File: config.mk
export PLATFORM = sky130hd
export DESIGN_NAME = sdram_front_end
export DESIGN_NICKNAME = d
export VERILOG_FILES = /design/src/verilog/sdram_port_pkg.sv /design/src/verilog/burst_beat_counter.sv /design/src/verilog/read_line_cache.sv /design/src/verilog/write_stream_buffer.sv /design/src/verilog/sdram_arbiter_fsm.sv /design/src/verilog/sdram_front_end.sv
export SDC_FILE = /design/constraint.sdc
export NUM_CORES = 1
export LEC_CHECK = 0
export ABC_AREA = 0
export BUFFER_PORTS_ARGS = -buffer_cell sky130_fd_sc_hd__buf_2
export CAP_MARGIN = 0
export CORE_ASPECT_RATIO = 1.25
export CORE_MARGIN = 3
export CORE_UTILIZATION = 55
export CTS_BUF_LIST = sky130_fd_sc_hd__clkbuf_4
export CTS_CLUSTER_DIAMETER = 100
export DETAILED_ROUTE_END_ITERATION = 16
export PLACE_DENSITY = 0.77
export SYNTH_ARGS = -nofsm -noshare
export SYNTH_HDL_FRONTEND = slang
export SYNTH_SLANG_ARGS = --single-unit
File: constraint.sdc
create_clock -name clk -period 18.9 [get_ports clk]
set_clock_uncertainty 0.05 [all_clocks]
set_input_delay 3.78 -clock clk [delete_from_list [all_inputs] [get_ports clk]]
set_output_delay 3.78 -clock clk [all_outputs]
set_load 0.005 [all_outputs]
File: src/verilog/sdram_port_pkg.sv
package sdram_port_pkg;

  typedef logic [21:0] word_addr_t;  // 4M words
  typedef logic [15:0] data_t;
  typedef logic [19:0] line_tag_t;   // word address without the two low bits
  typedef logic [17:0] page_addr_t;  // word address without the four low bits
  typedef logic [3:0]  beat_idx_t;   // beat within a burst
  typedef logic [4:0]  burst_len_t;  // 1 to 16 beats

  localparam int LINE_WORDS = 4;
  localparam int PAGE_WORDS = 16;

  // lengths sent to the burst controller
  localparam burst_len_t BURST_READ_LINE    = 5'd4;
  localparam burst_len_t BURST_WRITE_SINGLE = 5'd1;
  localparam burst_len_t BURST_WRITE_PAGE   = 5'd16;

  typedef enum logic [1:0] {
    arb_idle,
    arb_read_fill,     // four-beat cache line fill
    arb_write_single,  // one-beat user write
    arb_write_flush    // sixteen-beat page flush
  } arb_state_t;

endpackage

File: src/verilog/burst_beat_counter.sv
`timescale 1ns/1ps

module burst_beat_counter (
  input  logic                     clk,
  input  logic                     sys_rst_n,
  input  logic                     beat_clear,
  input  logic                     beat_ack,
  input  sdram_port_pkg::burst_len_t burst_len,
  output sdram_port_pkg::beat_idx_t  beat_idx,
  output logic                     last_beat
);

  import sdram_port_pkg::*;

  beat_idx_t beat_cnt;
  logic      burst_over;  // high between bursts

  always_ff @(posedge clk or negedge sys_rst_n) begin
    if (!sys_rst_n) begin
      beat_cnt   <= '0;
      burst_over <= 1'b1;
    end else if (beat_clear) begin
      beat_cnt   <= '0;
      burst_over <= 1'b0;
    end else if (beat_ack) begin
      beat_cnt <= beat_cnt + 1'b1;
      if (last_beat) begin
        burst_over <= 1'b1;
      end
    end
  end

  assign beat_idx  = beat_cnt;
  assign last_beat = beat_ack && ((burst_len_t'(beat_cnt) + 5'd1) == burst_len);

  // controller must stop acknowledging once the burst length is reached
  a_no_ack_after_last : assert property (
    @(posedge clk) disable iff (!sys_rst_n) burst_over |-> !beat_ack
  );

endmodule

File: src/verilog/read_line_cache.sv
`timescale 1ns/1ps

module read_line_cache (
  input  logic                       clk,
  input  logic                       sys_rst_n,
  input  sdram_port_pkg::word_addr_t address,
  input  logic                       read_req,
  input  logic                       write_req,
  input  logic                       write_en,
  input  logic                       ctrl_rd_ack,
  input  sdram_port_pkg::data_t      ctrl_dout,
  input  sdram_port_pkg::beat_idx_t  beat_idx,
  input  logic                       fill_done,
  output logic                       fill_req,
  output logic                       read_ack,
  output sdram_port_pkg::data_t      data_out
);

  import sdram_port_pkg::*;

  data_t     line_q [LINE_WORDS];
  line_tag_t line_tag;
  logic      line_valid;
  logic      read_req_d;
  logic      write_req_d;
  logic      rd_rise;
  logic      hit;
  logic [1:0] word_sel;
  data_t     fill_word;  // requested word at the end of a fill

  assign rd_rise  = read_req && !read_req_d;
  assign word_sel = address[1:0];
  assign hit      = line_valid && (line_tag == address[21:2]);

  // last beat may carry the requested word itself
  assign fill_word = (ctrl_rd_ack && (beat_idx[1:0] == word_sel)) ? ctrl_dout
                                                                   : line_q[word_sel];

  always_ff @(posedge clk) begin
    if (fill_req && ctrl_rd_ack) begin
      line_q[beat_idx[1:0]] <= ctrl_dout;
    end
  end

  always_ff @(posedge clk or negedge sys_rst_n) begin
    if (!sys_rst_n) begin
      read_req_d  <= 1'b0;
      write_req_d <= 1'b0;
      line_tag    <= '0;
      line_valid  <= 1'b0;
      fill_req    <= 1'b0;
      read_ack    <= 1'b0;
      data_out    <= '0;
    end else begin
      read_req_d  <= read_req;
      write_req_d <= write_req;
      if (rd_rise) begin
        if (hit) begin
          read_ack <= 1'b1;
          data_out <= line_q[word_sel];
        end else begin
          line_valid <= 1'b0;  // line is being replaced
          fill_req   <= 1'b1;
        end
      end else if (fill_done) begin
        fill_req   <= 1'b0;
        line_valid <= 1'b1;
        line_tag   <= address[21:2];
        read_ack   <= 1'b1;
        data_out   <= fill_word;
      end
      if (!read_req) begin
        read_ack <= 1'b0;
        data_out <= '0;
      end
      if ((write_req && !write_req_d) || write_en) begin
        line_valid <= 1'b0;  // any write may hit the cached line
      end
    end
  end

endmodule

File: src/verilog/write_stream_buffer.sv
`timescale 1ns/1ps

module write_stream_buffer (
  input  logic                       clk,
  input  logic                       sys_rst_n,
  input  sdram_port_pkg::word_addr_t address,
  input  sdram_port_pkg::data_t      data_in,
  input  logic                       write_latch_address,
  input  logic                       write_en,
  input  sdram_port_pkg::beat_idx_t  beat_idx,
  input  logic                       flush_done,
  output logic                       flush_req,
  output sdram_port_pkg::page_addr_t flush_page,
  output sdram_port_pkg::data_t      flush_word
);

  import sdram_port_pkg::*;

  word_addr_t stream_addr;
  word_addr_t cur_addr;       // latched address wins in the same cycle
  beat_idx_t  cur_offset;
  logic       page_done;

  // word 15 goes straight to the back page
  data_t front_q [PAGE_WORDS-1];
  data_t back_q  [PAGE_WORDS];

  assign cur_addr   = write_latch_address ? address : stream_addr;
  assign cur_offset = cur_addr[3:0];
  assign page_done  = write_en && (cur_offset == beat_idx_t'(PAGE_WORDS - 1));

  always_ff @(posedge clk or negedge sys_rst_n) begin
    if (!sys_rst_n) begin
      stream_addr <= '0;
    end else if (write_en) begin
      stream_addr <= cur_addr + 1'b1;
    end else begin
      stream_addr <= cur_addr;
    end
  end

  always_ff @(posedge clk) begin
    if (write_en && !page_done) begin
      front_q[cur_offset] <= data_in;
    end
    if (page_done) begin
      for (int i = 0; i < PAGE_WORDS - 1; i++) begin
        back_q[i] <= front_q[i];
      end
      back_q[PAGE_WORDS-1] <= data_in;
      flush_page           <= cur_addr[21:4];
    end
  end

  always_ff @(posedge clk or negedge sys_rst_n) begin
    if (!sys_rst_n) begin
      flush_req <= 1'b0;
    end else if (page_done) begin
      flush_req <= 1'b1;
    end else if (flush_done) begin
      flush_req <= 1'b0;
    end
  end

  assign flush_word = back_q[beat_idx];  // read by the fsm beat by beat

  // back page is still owned by the pending flush
  a_no_page_while_flushing : assert property (
    @(posedge clk) disable iff (!sys_rst_n) page_done |-> !flush_req
  );

endmodule

File: src/verilog/sdram_arbiter_fsm.sv
`timescale 1ns/1ps

module sdram_arbiter_fsm (
  input  logic                       clk,
  input  logic                       sys_rst_n,
  input  sdram_port_pkg::word_addr_t address,
  input  logic                       write_req,
  input  logic                       fill_req,
  input  logic                       flush_req,
  input  sdram_port_pkg::page_addr_t flush_page,
  input  sdram_port_pkg::beat_idx_t  beat_idx,
  input  logic                       last_beat,
  input  logic                       ctrl_rd_ack,
  input  logic                       ctrl_wr_ack,
  input  logic                       ctrl_init_done,
  output logic                       ctrl_rd_req,
  output logic                       ctrl_wr_req,
  output sdram_port_pkg::word_addr_t ctrl_addr,
  output sdram_port_pkg::burst_len_t ctrl_burst,
  output logic                       din_from_stream,
  output logic                       fill_done,
  output logic                       flush_done,
  output logic                       write_ack,
  output logic                       busy,
  output logic                       beat_clear
);

  import sdram_port_pkg::*;

  arb_state_t state;
  line_tag_t  fill_tag;
  logic       write_req_d;
  logic       wr_pending;  // single write waiting for the controller
  logic       can_start;
  logic       grant_fill;
  logic       grant_single;
  logic       grant_flush;

  assign fill_tag  = address[21:2];
  assign can_start = (state == arb_idle) && ctrl_init_done;

  // fill first, then single write, then page flush
  assign grant_fill   = can_start && fill_req;
  assign grant_single = can_start && !fill_req && wr_pending;
  assign grant_flush  = can_start && !fill_req && !wr_pending && flush_req;
  assign beat_clear   = grant_fill || grant_single || grant_flush;

  always_ff @(posedge clk or negedge sys_rst_n) begin
    if (!sys_rst_n) begin
      state       <= arb_idle;
      ctrl_rd_req <= 1'b0;
      ctrl_wr_req <= 1'b0;
      write_req_d <= 1'b0;
      wr_pending  <= 1'b0;
      write_ack   <= 1'b0;
    end else begin
      write_req_d <= write_req;
      write_ack   <= 1'b0;
      if (write_req && !write_req_d) begin
        wr_pending <= 1'b1;
      end
      case (state)
        arb_idle: begin
          if (grant_fill) begin
            state       <= arb_read_fill;
            ctrl_rd_req <= 1'b1;
          end else if (grant_single) begin
            state       <= arb_write_single;
            ctrl_wr_req <= 1'b1;
          end else if (grant_flush) begin
            state       <= arb_write_flush;
            ctrl_wr_req <= 1'b1;
          end
        end
        arb_read_fill: begin
          if (last_beat) begin
            state       <= arb_idle;
            ctrl_rd_req <= 1'b0;
          end
        end
        arb_write_single: begin
          if (last_beat) begin
            state       <= arb_idle;
            ctrl_wr_req <= 1'b0;
            wr_pending  <= 1'b0;
            write_ack   <= 1'b1;
          end
        end
        arb_write_flush: begin
          if (last_beat) begin
            state       <= arb_idle;
            ctrl_wr_req <= 1'b0;
          end
        end
        default: state <= arb_idle;
      endcase
    end
  end

  // burst address and length, loaded as the burst is granted
  always_ff @(posedge clk) begin
    if (grant_fill) begin
      ctrl_addr  <= {fill_tag, 2'b00};
      ctrl_burst <= BURST_READ_LINE;
    end else if (grant_single) begin
      ctrl_addr  <= address;
      ctrl_burst <= BURST_WRITE_SINGLE;
    end else if (grant_flush) begin
      ctrl_addr  <= {flush_page, 4'b0000};
      ctrl_burst <= BURST_WRITE_PAGE;
    end
  end

  assign fill_done       = (state == arb_read_fill) && last_beat;
  assign flush_done      = (state == arb_write_flush) && last_beat;
  assign din_from_stream = (state == arb_write_flush);
  assign busy            = (state != arb_idle);

  a_one_request : assert property (
    @(posedge clk) disable iff (!sys_rst_n) !(ctrl_rd_req && ctrl_wr_req)
  );

  a_req_after_init : assert property (
    @(posedge clk) disable iff (!sys_rst_n) (ctrl_rd_req || ctrl_wr_req) |-> ctrl_init_done
  );

  // acknowledges must match the direction of the open burst
  a_rd_ack_in_fill : assert property (
    @(posedge clk) disable iff (!sys_rst_n) ctrl_rd_ack |-> (state == arb_read_fill)
  );

  a_wr_ack_in_write : assert property (
    @(posedge clk) disable iff (!sys_rst_n)
      ctrl_wr_ack |-> (state == arb_write_single) || (state == arb_write_flush)
  );

endmodule

File: src/verilog/sdram_front_end.sv
`timescale 1ns/1ps

module sdram_front_end (
  input  logic                       clk,
  input  logic                       sys_rst_n,
  input  sdram_port_pkg::word_addr_t address,
  input  sdram_port_pkg::data_t      data_in,
  input  logic                       read_req,
  input  logic                       write_req,
  input  logic                       write_latch_address,
  input  logic                       write_en,
  output sdram_port_pkg::data_t      data_out,
  output logic                       read_ack,
  output logic                       write_ack,
  output logic                       busy,
  output logic                       ctrl_rd_req,
  output logic                       ctrl_wr_req,
  output sdram_port_pkg::word_addr_t ctrl_addr,
  output sdram_port_pkg::burst_len_t ctrl_burst,
  output sdram_port_pkg::data_t      ctrl_din,
  input  logic                       ctrl_rd_ack,
  input  logic                       ctrl_wr_ack,
  input  logic                       ctrl_init_done,
  input  sdram_port_pkg::data_t      ctrl_dout
);

  import sdram_port_pkg::*;

  logic       fill_req;
  logic       fill_done;
  logic       flush_req;
  logic       flush_done;
  page_addr_t flush_page;
  data_t      flush_word;
  beat_idx_t  beat_idx;
  logic       beat_clear;
  logic       beat_ack;
  logic       last_beat;
  logic       din_from_stream;

  assign beat_ack = ctrl_rd_ack || ctrl_wr_ack;
  assign ctrl_din = din_from_stream ? flush_word : data_in;  // valid in the ack cycle

  read_line_cache i_read_line_cache (
    .clk         (clk),
    .sys_rst_n   (sys_rst_n),
    .address     (address),
    .read_req    (read_req),
    .write_req   (write_req),
    .write_en    (write_en),
    .ctrl_rd_ack (ctrl_rd_ack),
    .ctrl_dout   (ctrl_dout),
    .beat_idx    (beat_idx),
    .fill_done   (fill_done),
    .fill_req    (fill_req),
    .read_ack    (read_ack),
    .data_out    (data_out)
  );

  write_stream_buffer i_write_stream_buffer (
    .clk                 (clk),
    .sys_rst_n           (sys_rst_n),
    .address             (address),
    .data_in             (data_in),
    .write_latch_address (write_latch_address),
    .write_en            (write_en),
    .beat_idx            (beat_idx),
    .flush_done          (flush_done),
    .flush_req           (flush_req),
    .flush_page          (flush_page),
    .flush_word          (flush_word)
  );

  sdram_arbiter_fsm i_sdram_arbiter_fsm (
    .clk             (clk),
    .sys_rst_n       (sys_rst_n),
    .address         (address),
    .write_req       (write_req),
    .fill_req        (fill_req),
    .flush_req       (flush_req),
    .flush_page      (flush_page),
    .beat_idx        (beat_idx),
    .last_beat       (last_beat),
    .ctrl_rd_ack     (ctrl_rd_ack),
    .ctrl_wr_ack     (ctrl_wr_ack),
    .ctrl_init_done  (ctrl_init_done),
    .ctrl_rd_req     (ctrl_rd_req),
    .ctrl_wr_req     (ctrl_wr_req),
    .ctrl_addr       (ctrl_addr),
    .ctrl_burst      (ctrl_burst),
    .din_from_stream (din_from_stream),
    .fill_done       (fill_done),
    .flush_done      (flush_done),
    .write_ack       (write_ack),
    .busy            (busy),
    .beat_clear      (beat_clear)
  );

  burst_beat_counter i_burst_beat_counter (
    .clk        (clk),
    .sys_rst_n  (sys_rst_n),
    .beat_clear (beat_clear),
    .beat_ack   (beat_ack),
    .burst_len  (ctrl_burst),
    .beat_idx   (beat_idx),
    .last_beat  (last_beat)
  );

endmodule

==> impl_metrics.py, run 1 <==
metrics = {
    "outcome": {
        "outcome": "finished, final reports clean",
    },
    "floorplanning": {
        "die_w_um": 197,
        "io_pins": 127,
        "die_h_um": 244,
        "rows": 86,
        "initial_core_util_pct": 56.2,
        "core_um2": 44500,
        "die_area_um2": 48100,
    },
    "pwr": {
        "seqPwrFrac_pct": 50.2,
        "power.internal_uw": 2710,
        "power_frac_comb_pct": 17.0,
        "ir_worst_vdd_mv": 0.0612,
        "cellLeakagePower_uw": 0.00993,
        "p_clk_share_pct": 32.8,
        "cellPowerDensity_nw_per_um2": 127,
        "p_switching_uw": 917,
        "netSwitchingFraction_pct": 25.3,
    },
    "sta": {
        "tns_ns": 0,
        "fin_crit_sh_pct": 46.2,
        "rsz0062_at_grt": "false",
        "setup_viol": 0,
        "min_period_ns": 8.73,
        "fmax_ghz": 0.115,
        "tightest_slew_ns": 1.16,
        "hold_viol": 0,
        "whs_ns": 0.348,
        "relSlewSlack_pct": 22.7,
        "slew_violations": 0,
    },
    "setup_path": {
        "worstSetupStartpointType": "input pin",
        "arrival_ns": 9.14,
        "reg2reg_from": "i_write_stream_buffer.stream_addr[0]",
        "crit_path_end": "i_write_stream_buffer.back_q[11][12]",
        "timing.rr.end": "i_write_stream_buffer.back_q[11][12]",
        "critPathKind": "in -> reg",
        "reg2reg_depth": 8,
        "startpoint": "write_latch_address",
        "r2r_setup_slack_ns": 13.61,
        "cp-end-kind": "flip-flop",
        "critPathRequiredTime_ns": 19.31,
        "crit_path_max_fanout": 96,
    },
    "cells_and_area": {
        "layout-drive-gt1-share_pct": 36.3,
        "n_fill_cell": 3017,
        "final_cells": 2097,
        "nets": 1489,
        "final_util_pct": 63.9,
        "area_growth_pct": 13.8,
    },
    "synthesis": {
        "netlist_instances": 1161,
        "synth_ff_type": "edfxtp_1",
        "synth_seq_cells": 677,
        "yosys_warnings": 0,
        "ys_types": 56,
        "synth_edf_count": 598,
        "ys_top_cells_by_count": "edfxtp_1, mux4_2, dfrtp_1, mux2_2, xnor2_1",
        "syn_avg_cell_area_um2": 21.6,
        "yosysMostFrequentCell": "edfxtp_1",
        "async_flop_share_pct": 10.9,
        "syn_area_um2": 25000,
        "synth_area_leaders": "edfxtp_1, mux4_2, dfrtp_1, mux2_2, mux2_1",
        "yosysTopAreaCell": "edfxtp_1",
        "yosysSeqAreaShare_pct": 79.6,
        "netlist.area_leader.share_pct": 71.8,
    },
    "clocking": {
        "clk_latency_ns": 0.88,
        "ctsHoldBuffers": 0,
        "cts_tree": "yes",
        "ctsResizeCount": 0,
        "cts.root.buffer_cell": "clkbuf_4",
        "post_cts_buffers": 0,
        "clockBufferDepth": 3,
        "cts_buffers": 158,
        "cts_sinks": 677,
        "h-tree-depth": 4,
        "clk_pin_slew_worst_paths_ns": 0.06,
    },
    "place": {
        "placedCellCount": 1830,
        "globalplace.congestion": 0.766,
        "io_buffers": 124,
        "dpl.hpwl_um": 25800,
    },
    "detailed_routing": {
        "drcViolationCount": 0,
        "drtPass1Iterations": 5,
        "drt_iter0_drc": 849,
        "postRouteAntennaNets": 0,
        "vias": 11800,
        "routed_wl_um": 47000,
        "detail_route.wl_per_cell_um": 22.4,
        "vias_per_cell": 5.63,
    },
    "global_route": {
        "grt_first_pass_wirelength_um": 72300,
        "met3_usage_pct": 4.84,
        "grt_max_degree": 97,
        "grt_overflow": 0,
        "use_met2_pct": 33.4,
        "busiest_layer": "met2",
        "grt_use_met1_pct": 26.3,
        "grt_util_all_layers_pct": 20.3,
        "antenna_found_initial": 3,
        "grt_pass1_vias": 12600,
    },
    "worst_hold_path": {
        "hold_class": "reg -> reg",
    },
    "run": {
        "drv_cap": 0,
    },
}
per-layer routing:
layer / vias to the layer above / part of all wire, %
met4: 4 / 2.1
met3: 79 / 6.7
met1: 6013 / 40
li1: 5247 / -
met5: - / 0.068
met2: 465 / 52
through the flow:
stage	worst slack, ns	cell area, um2	total power [uW]
6_report	10.17	28500	3630
5_1_grt	9.76	28500	3810
4_1_cts	10.26	28500	3680
3_5_place_dp	9.31	26400	2480
3_3_place_gp	9.55	26400	2460
2_1_floorplan	0.504	25000	2280
cell usage in the layout, fill, tap and decap left out, types with 8 or more instances in the layout:
| cell | n |
|---|---|
| edfxtp_1 | 598 |
| clkbuf_4 | 224 |
| buf_2 | 123 |
| mux4_2 | 96 |
| dfrtp_1 | 72 |
| mux2_2 | 47 |
| xnor2_1 | 34 |
| mux2_1 | 32 |
| nor2b_1 | 24 |
| mux2i_1 | 23 |
| inv_1 | 22 |
| clkinv_1 | 21 |
| nor2_1 | 18 |
| nand2_1 | 17 |
| buf_4 | 15 |
| xor2_1 | 12 |
| nor2_4 | 12 |
| a21oi_1 | 9 |
| ha_1 | 8 |
| bufinv_16 | 8 |
critical path, cell delays in order:
cell and delay (ns):
buf_2 0.66, mux2i_1 0.31, inv_1 0.15, ha_1 0.29, nand2_1 0.24, nor2_4 0.81, buf_4 0.90, buf_4 0.80
buf_4 1.00
power by group through the flow:
stage / registers (uW) / clock network (uW) / logic (uW)
6_report: 1820 / 1190 / 615
4_1_cts: 1820 / 1230 / 630
3_5_place_dp: 1850 / 0 / 626
5_1_grt: 1830 / 1300 / 670
2_1_floorplan: 1830 / 0 / 457
3_3_place_gp: 1850 / 0 / 615
how the worst min path moves through the flow:
stage / startpoint / endpoint / cells after the start
final: i_write_stream_buffer.front_q[10][5] / i_write_stream_buffer.back_q[10][5] / 0
after global routing: i_write_stream_buffer.front_q[10][0] / i_write_stream_buffer.back_q[10][0] / 0
after CTS: i_write_stream_buffer.front_q[10][5] / i_write_stream_buffer.back_q[10][5] / 0
after detailed placement: i_write_stream_buffer.front_q[0][7] / i_write_stream_buffer.back_q[0][7] / 0
after global placement: i_write_stream_buffer.front_q[8][10] / i_write_stream_buffer.back_q[8][10] / 0
after floorplan: i_write_stream_buffer.front_q[0][0] / i_write_stream_buffer.back_q[0][0] / 0
sequential cells by signal, indices dropped and copies added, names as in the netlist, 16 cells and up:
name and cells:
i_write_stream_buffer.back_q 256, i_write_stream_buffer.front_q 240, i_read_line_cache.line_q 64, i_sdram_arbiter_fsm.ctrl_addr 22, i_write_stream_buffer.stream_addr 22, i_read_line_cache.line_tag 20, i_write_stream_buffer.flush_page 18, i_read_line_cache.data_out 16
cells by family (layout without fill, tap and decap cells):
kind of cell	after synthesis	after routing	synth area share, %
muxes	198	198	13.1
AOI/OAI and AO/OA	42	42	1.29
buffers and inverters	64	426	1.20
adders and majority gates	8	8	0.400
DFF	677	677	79.6
other	1	3	0.0150
xor gates and xnor gates	46	46	1.61
and+or+nand+nor	125	125	2.81
cell type report:
type                            instances  area (um2)  share of cell area (%)
Clock buffer                          224        1680                    5.91
Tap cell                              572         716                    2.51
Multi-Input combinational cell        421        4940                    17.3
Sequential cell                       677       19900                    70.0
Inverter                               22        82.6                   0.290
Timing Repair Buffer                  138         728                    2.56
Antenna cell                            1        2.50                 0.00879
Clock inverter                         42         404                    1.42
(Power assumes the default switching activity.)
==> run 2: changes to the inputs <==
==> constraint.sdc (replaced) <==
create_clock -name clk -period 8.7 [get_ports clk]
set_clock_uncertainty 0.05 [all_clocks]
set_input_delay 1.74 -clock clk [delete_from_list [all_inputs] [get_ports clk]]
set_output_delay 1.74 -clock clk [all_outputs]
set_load 0.005 [all_outputs]
==> impl_metrics.py, run 2 (synthesized netlist as in run 1, its figures left out) <==
metrics = {
    "clocking": {
        "cts_buffers": 158,
        "cts.root.buffer_cell": "clkbuf_4",
        "clockBufferDepth": 3,
        "h-tree-depth": 4,
        "post_cts_buffers": 0,
        "clk_pin_slew_worst_paths_ns": 0.07,
        "ctsResizeCount": 0,
        "ctsHoldBuffers": 0,
        "clk_latency_ns": 0.84,
        "cts_tree": "yes",
        "cts_sinks": 677,
    },
    "place": {
        "dpl.hpwl_um": 25800,
        "placedCellCount": 1840,
        "io_buffers": 124,
        "globalplace.congestion": 0.777,
    },
    "pwr": {
        "ir_worst_vdd_mv": 0.187,
        "p_switching_uw": 1950,
        "power_frac_comb_pct": 17.1,
        "p_clk_share_pct": 31.2,
        "power.internal_uw": 5710,
        "cellPowerDensity_nw_per_um2": 270,
        "seqPwrFrac_pct": 51.7,
        "cellLeakagePower_uw": 0.00993,
        "netSwitchingFraction_pct": 25.4,
    },
    "floorplanning": {
        "io_pins": 127,
        "rows": 86,
        "core_um2": 44500,
        "die_w_um": 197,
        "die_area_um2": 48100,
        "initial_core_util_pct": 56.2,
        "die_h_um": 244,
    },
    "detailed_routing": {
        "routed.top_layer": "met5",
        "vias": 11900,
        "vias_per_cell": 5.64,
        "drt-met1-wl_um": 18500,
        "drt_iter0_drc": 719,
        "detail_route.wl_per_cell_um": 21.7,
        "wl_met2_um": 23100,
        "wl_met3_um": 2970,
        "routed_wl_um": 45900,
        "drtPass1Iterations": 5,
        "drcViolationCount": 0,
        "postRouteAntennaNets": 0,
    },
    "sta": {
        "tns_ns": 0,
        "setup_viol": 0,
        "hold_viol": 0,
        "fin_crit_sh_pct": 66.8,
        "rsz0062_at_grt": "false",
        "relSlewSlack_pct": 27.9,
        "fmax_ghz": 0.172,
        "slew_violations": 0,
        "min_period_ns": 5.81,
        "tightest_slew_ns": 1.08,
    },
    "global_route": {
        "grt_first_pass_wirelength_um": 70500,
        "antenna_found_initial": 4,
        "grt_util_all_layers_pct": 19.6,
        "grt_pass1_vias": 12400,
        "grt_max_degree": 186,
        "grt_overflow": 0,
    },
    "cells_and_area": {
        "largest_reg_flops": 256,
        "nets": 1499,
        "final_cell_mix": "edfxtp_1, clkbuf_4, buf_2",
        "layout-drive-gt1-share_pct": 36.7,
        "final_cells": 2114,
        "final_common_cell": "edfxtp_1",
        "top_register": "i_write_stream_buffer.back_q",
        "area_growth_pct": 13.3,
        "n_fill_cell": 3069,
    },
    "setup_path": {
        "worstSetupStartpointType": "flip-flop",
        "arrival_ns": 4.02,
        "reg2reg_depth": 8,
        "critPathKind": "reg -> out",
        "crit_path_max_fanout": 42,
        "cp-end-kind": "primary output",
        "critPathRequiredTime_ns": 6.91,
    },
    "outcome": {
        "outcome": "finished, final reports clean",
    },
    "worst_hold_path": {
        "hold_depth": 0,
        "hold_class": "reg -> reg",
    },
    "run": {
        "drv_cap": 0,
    },
}
run 2: area by class of cell:
class                      count  area [um2]  area share (%)
sequential                   677       19900            70.2
multi-input combinational    421        4880            17.2
clock buffer                 232        1740            6.14
timing repair buffer         148         816            2.88
tap                          572         716            2.52
clock inverter                41         199           0.702
inverter                      22        82.6           0.291
antenna                        1        2.50         0.00883
run 2: power by group through the flow:
stage / Sequential [uW] / Clock [uW] / Combinational, uW
2_1_floorplan: 3950 / 0 / 993
3_3_place_gp: 4020 / 0 / 1290
3_5_place_dp: 4040 / 0 / 1330
4_1_cts: 3970 / 2470 / 1330
5_1_grt: 3990 / 2650 / 1420
6_report: 3960 / 2390 / 1310
run 2: metrics by stage:
step	area, um2	total power (uW)	hold WS (ns)	setup slack [ns]	util [%]
2_1_floorplan	25000	4950	0.350	0.366	-
3_5_place_dp	26400	5360	0.355	3.40	59.3
4_1_cts	28400	7770	0.317	2.69	63.6
6_report	28400	7660	0.344	2.89	63.6
3_3_place_gp	26400	5310	0.350	3.53	59.3
5_1_grt	28400	8060	0.346	2.54	63.6
run 2: critical path, cell delays in order (launching register included):
cell and delay, ns:
dfrtp_4 0.82, buf_4 0.77, mux4_2 0.61, mux4_2 0.51, mux2_2 0.30, buf_2 0.14
run 2: final timing paths:
| path | startpoint | slack (ns) | endpoint |
|---|---|---|---|
| worst min register to register | i_write_stream_buffer.front_q[12][3] | 0.34 | i_write_stream_buffer.back_q[12][3] |
| max in group asynchronous | sys_rst_n | 6.86 | i_burst_beat_counter.beat_idx[0] |
| worst max register to register | i_burst_beat_counter.beat_idx[0] | 4.65 | i_read_line_cache.data_out[7] |
| worst min-delay path | i_write_stream_buffer.front_q[12][3] | 0.34 | i_write_stream_buffer.back_q[12][3] |
| min in group asynchronous | sys_rst_n | 1.00 | i_read_line_cache.data_out[8] |
| worst max-delay path | i_burst_beat_counter.beat_idx[0] | 2.89 | ctrl_din[2] |
run 2: per-layer routing:
layer	vias up	GRT usage [%]
met5	-	0
met1	6108	26.1
li1	5267	-
met2	440	31.4
met3	99	4.52
met4	4	8.33
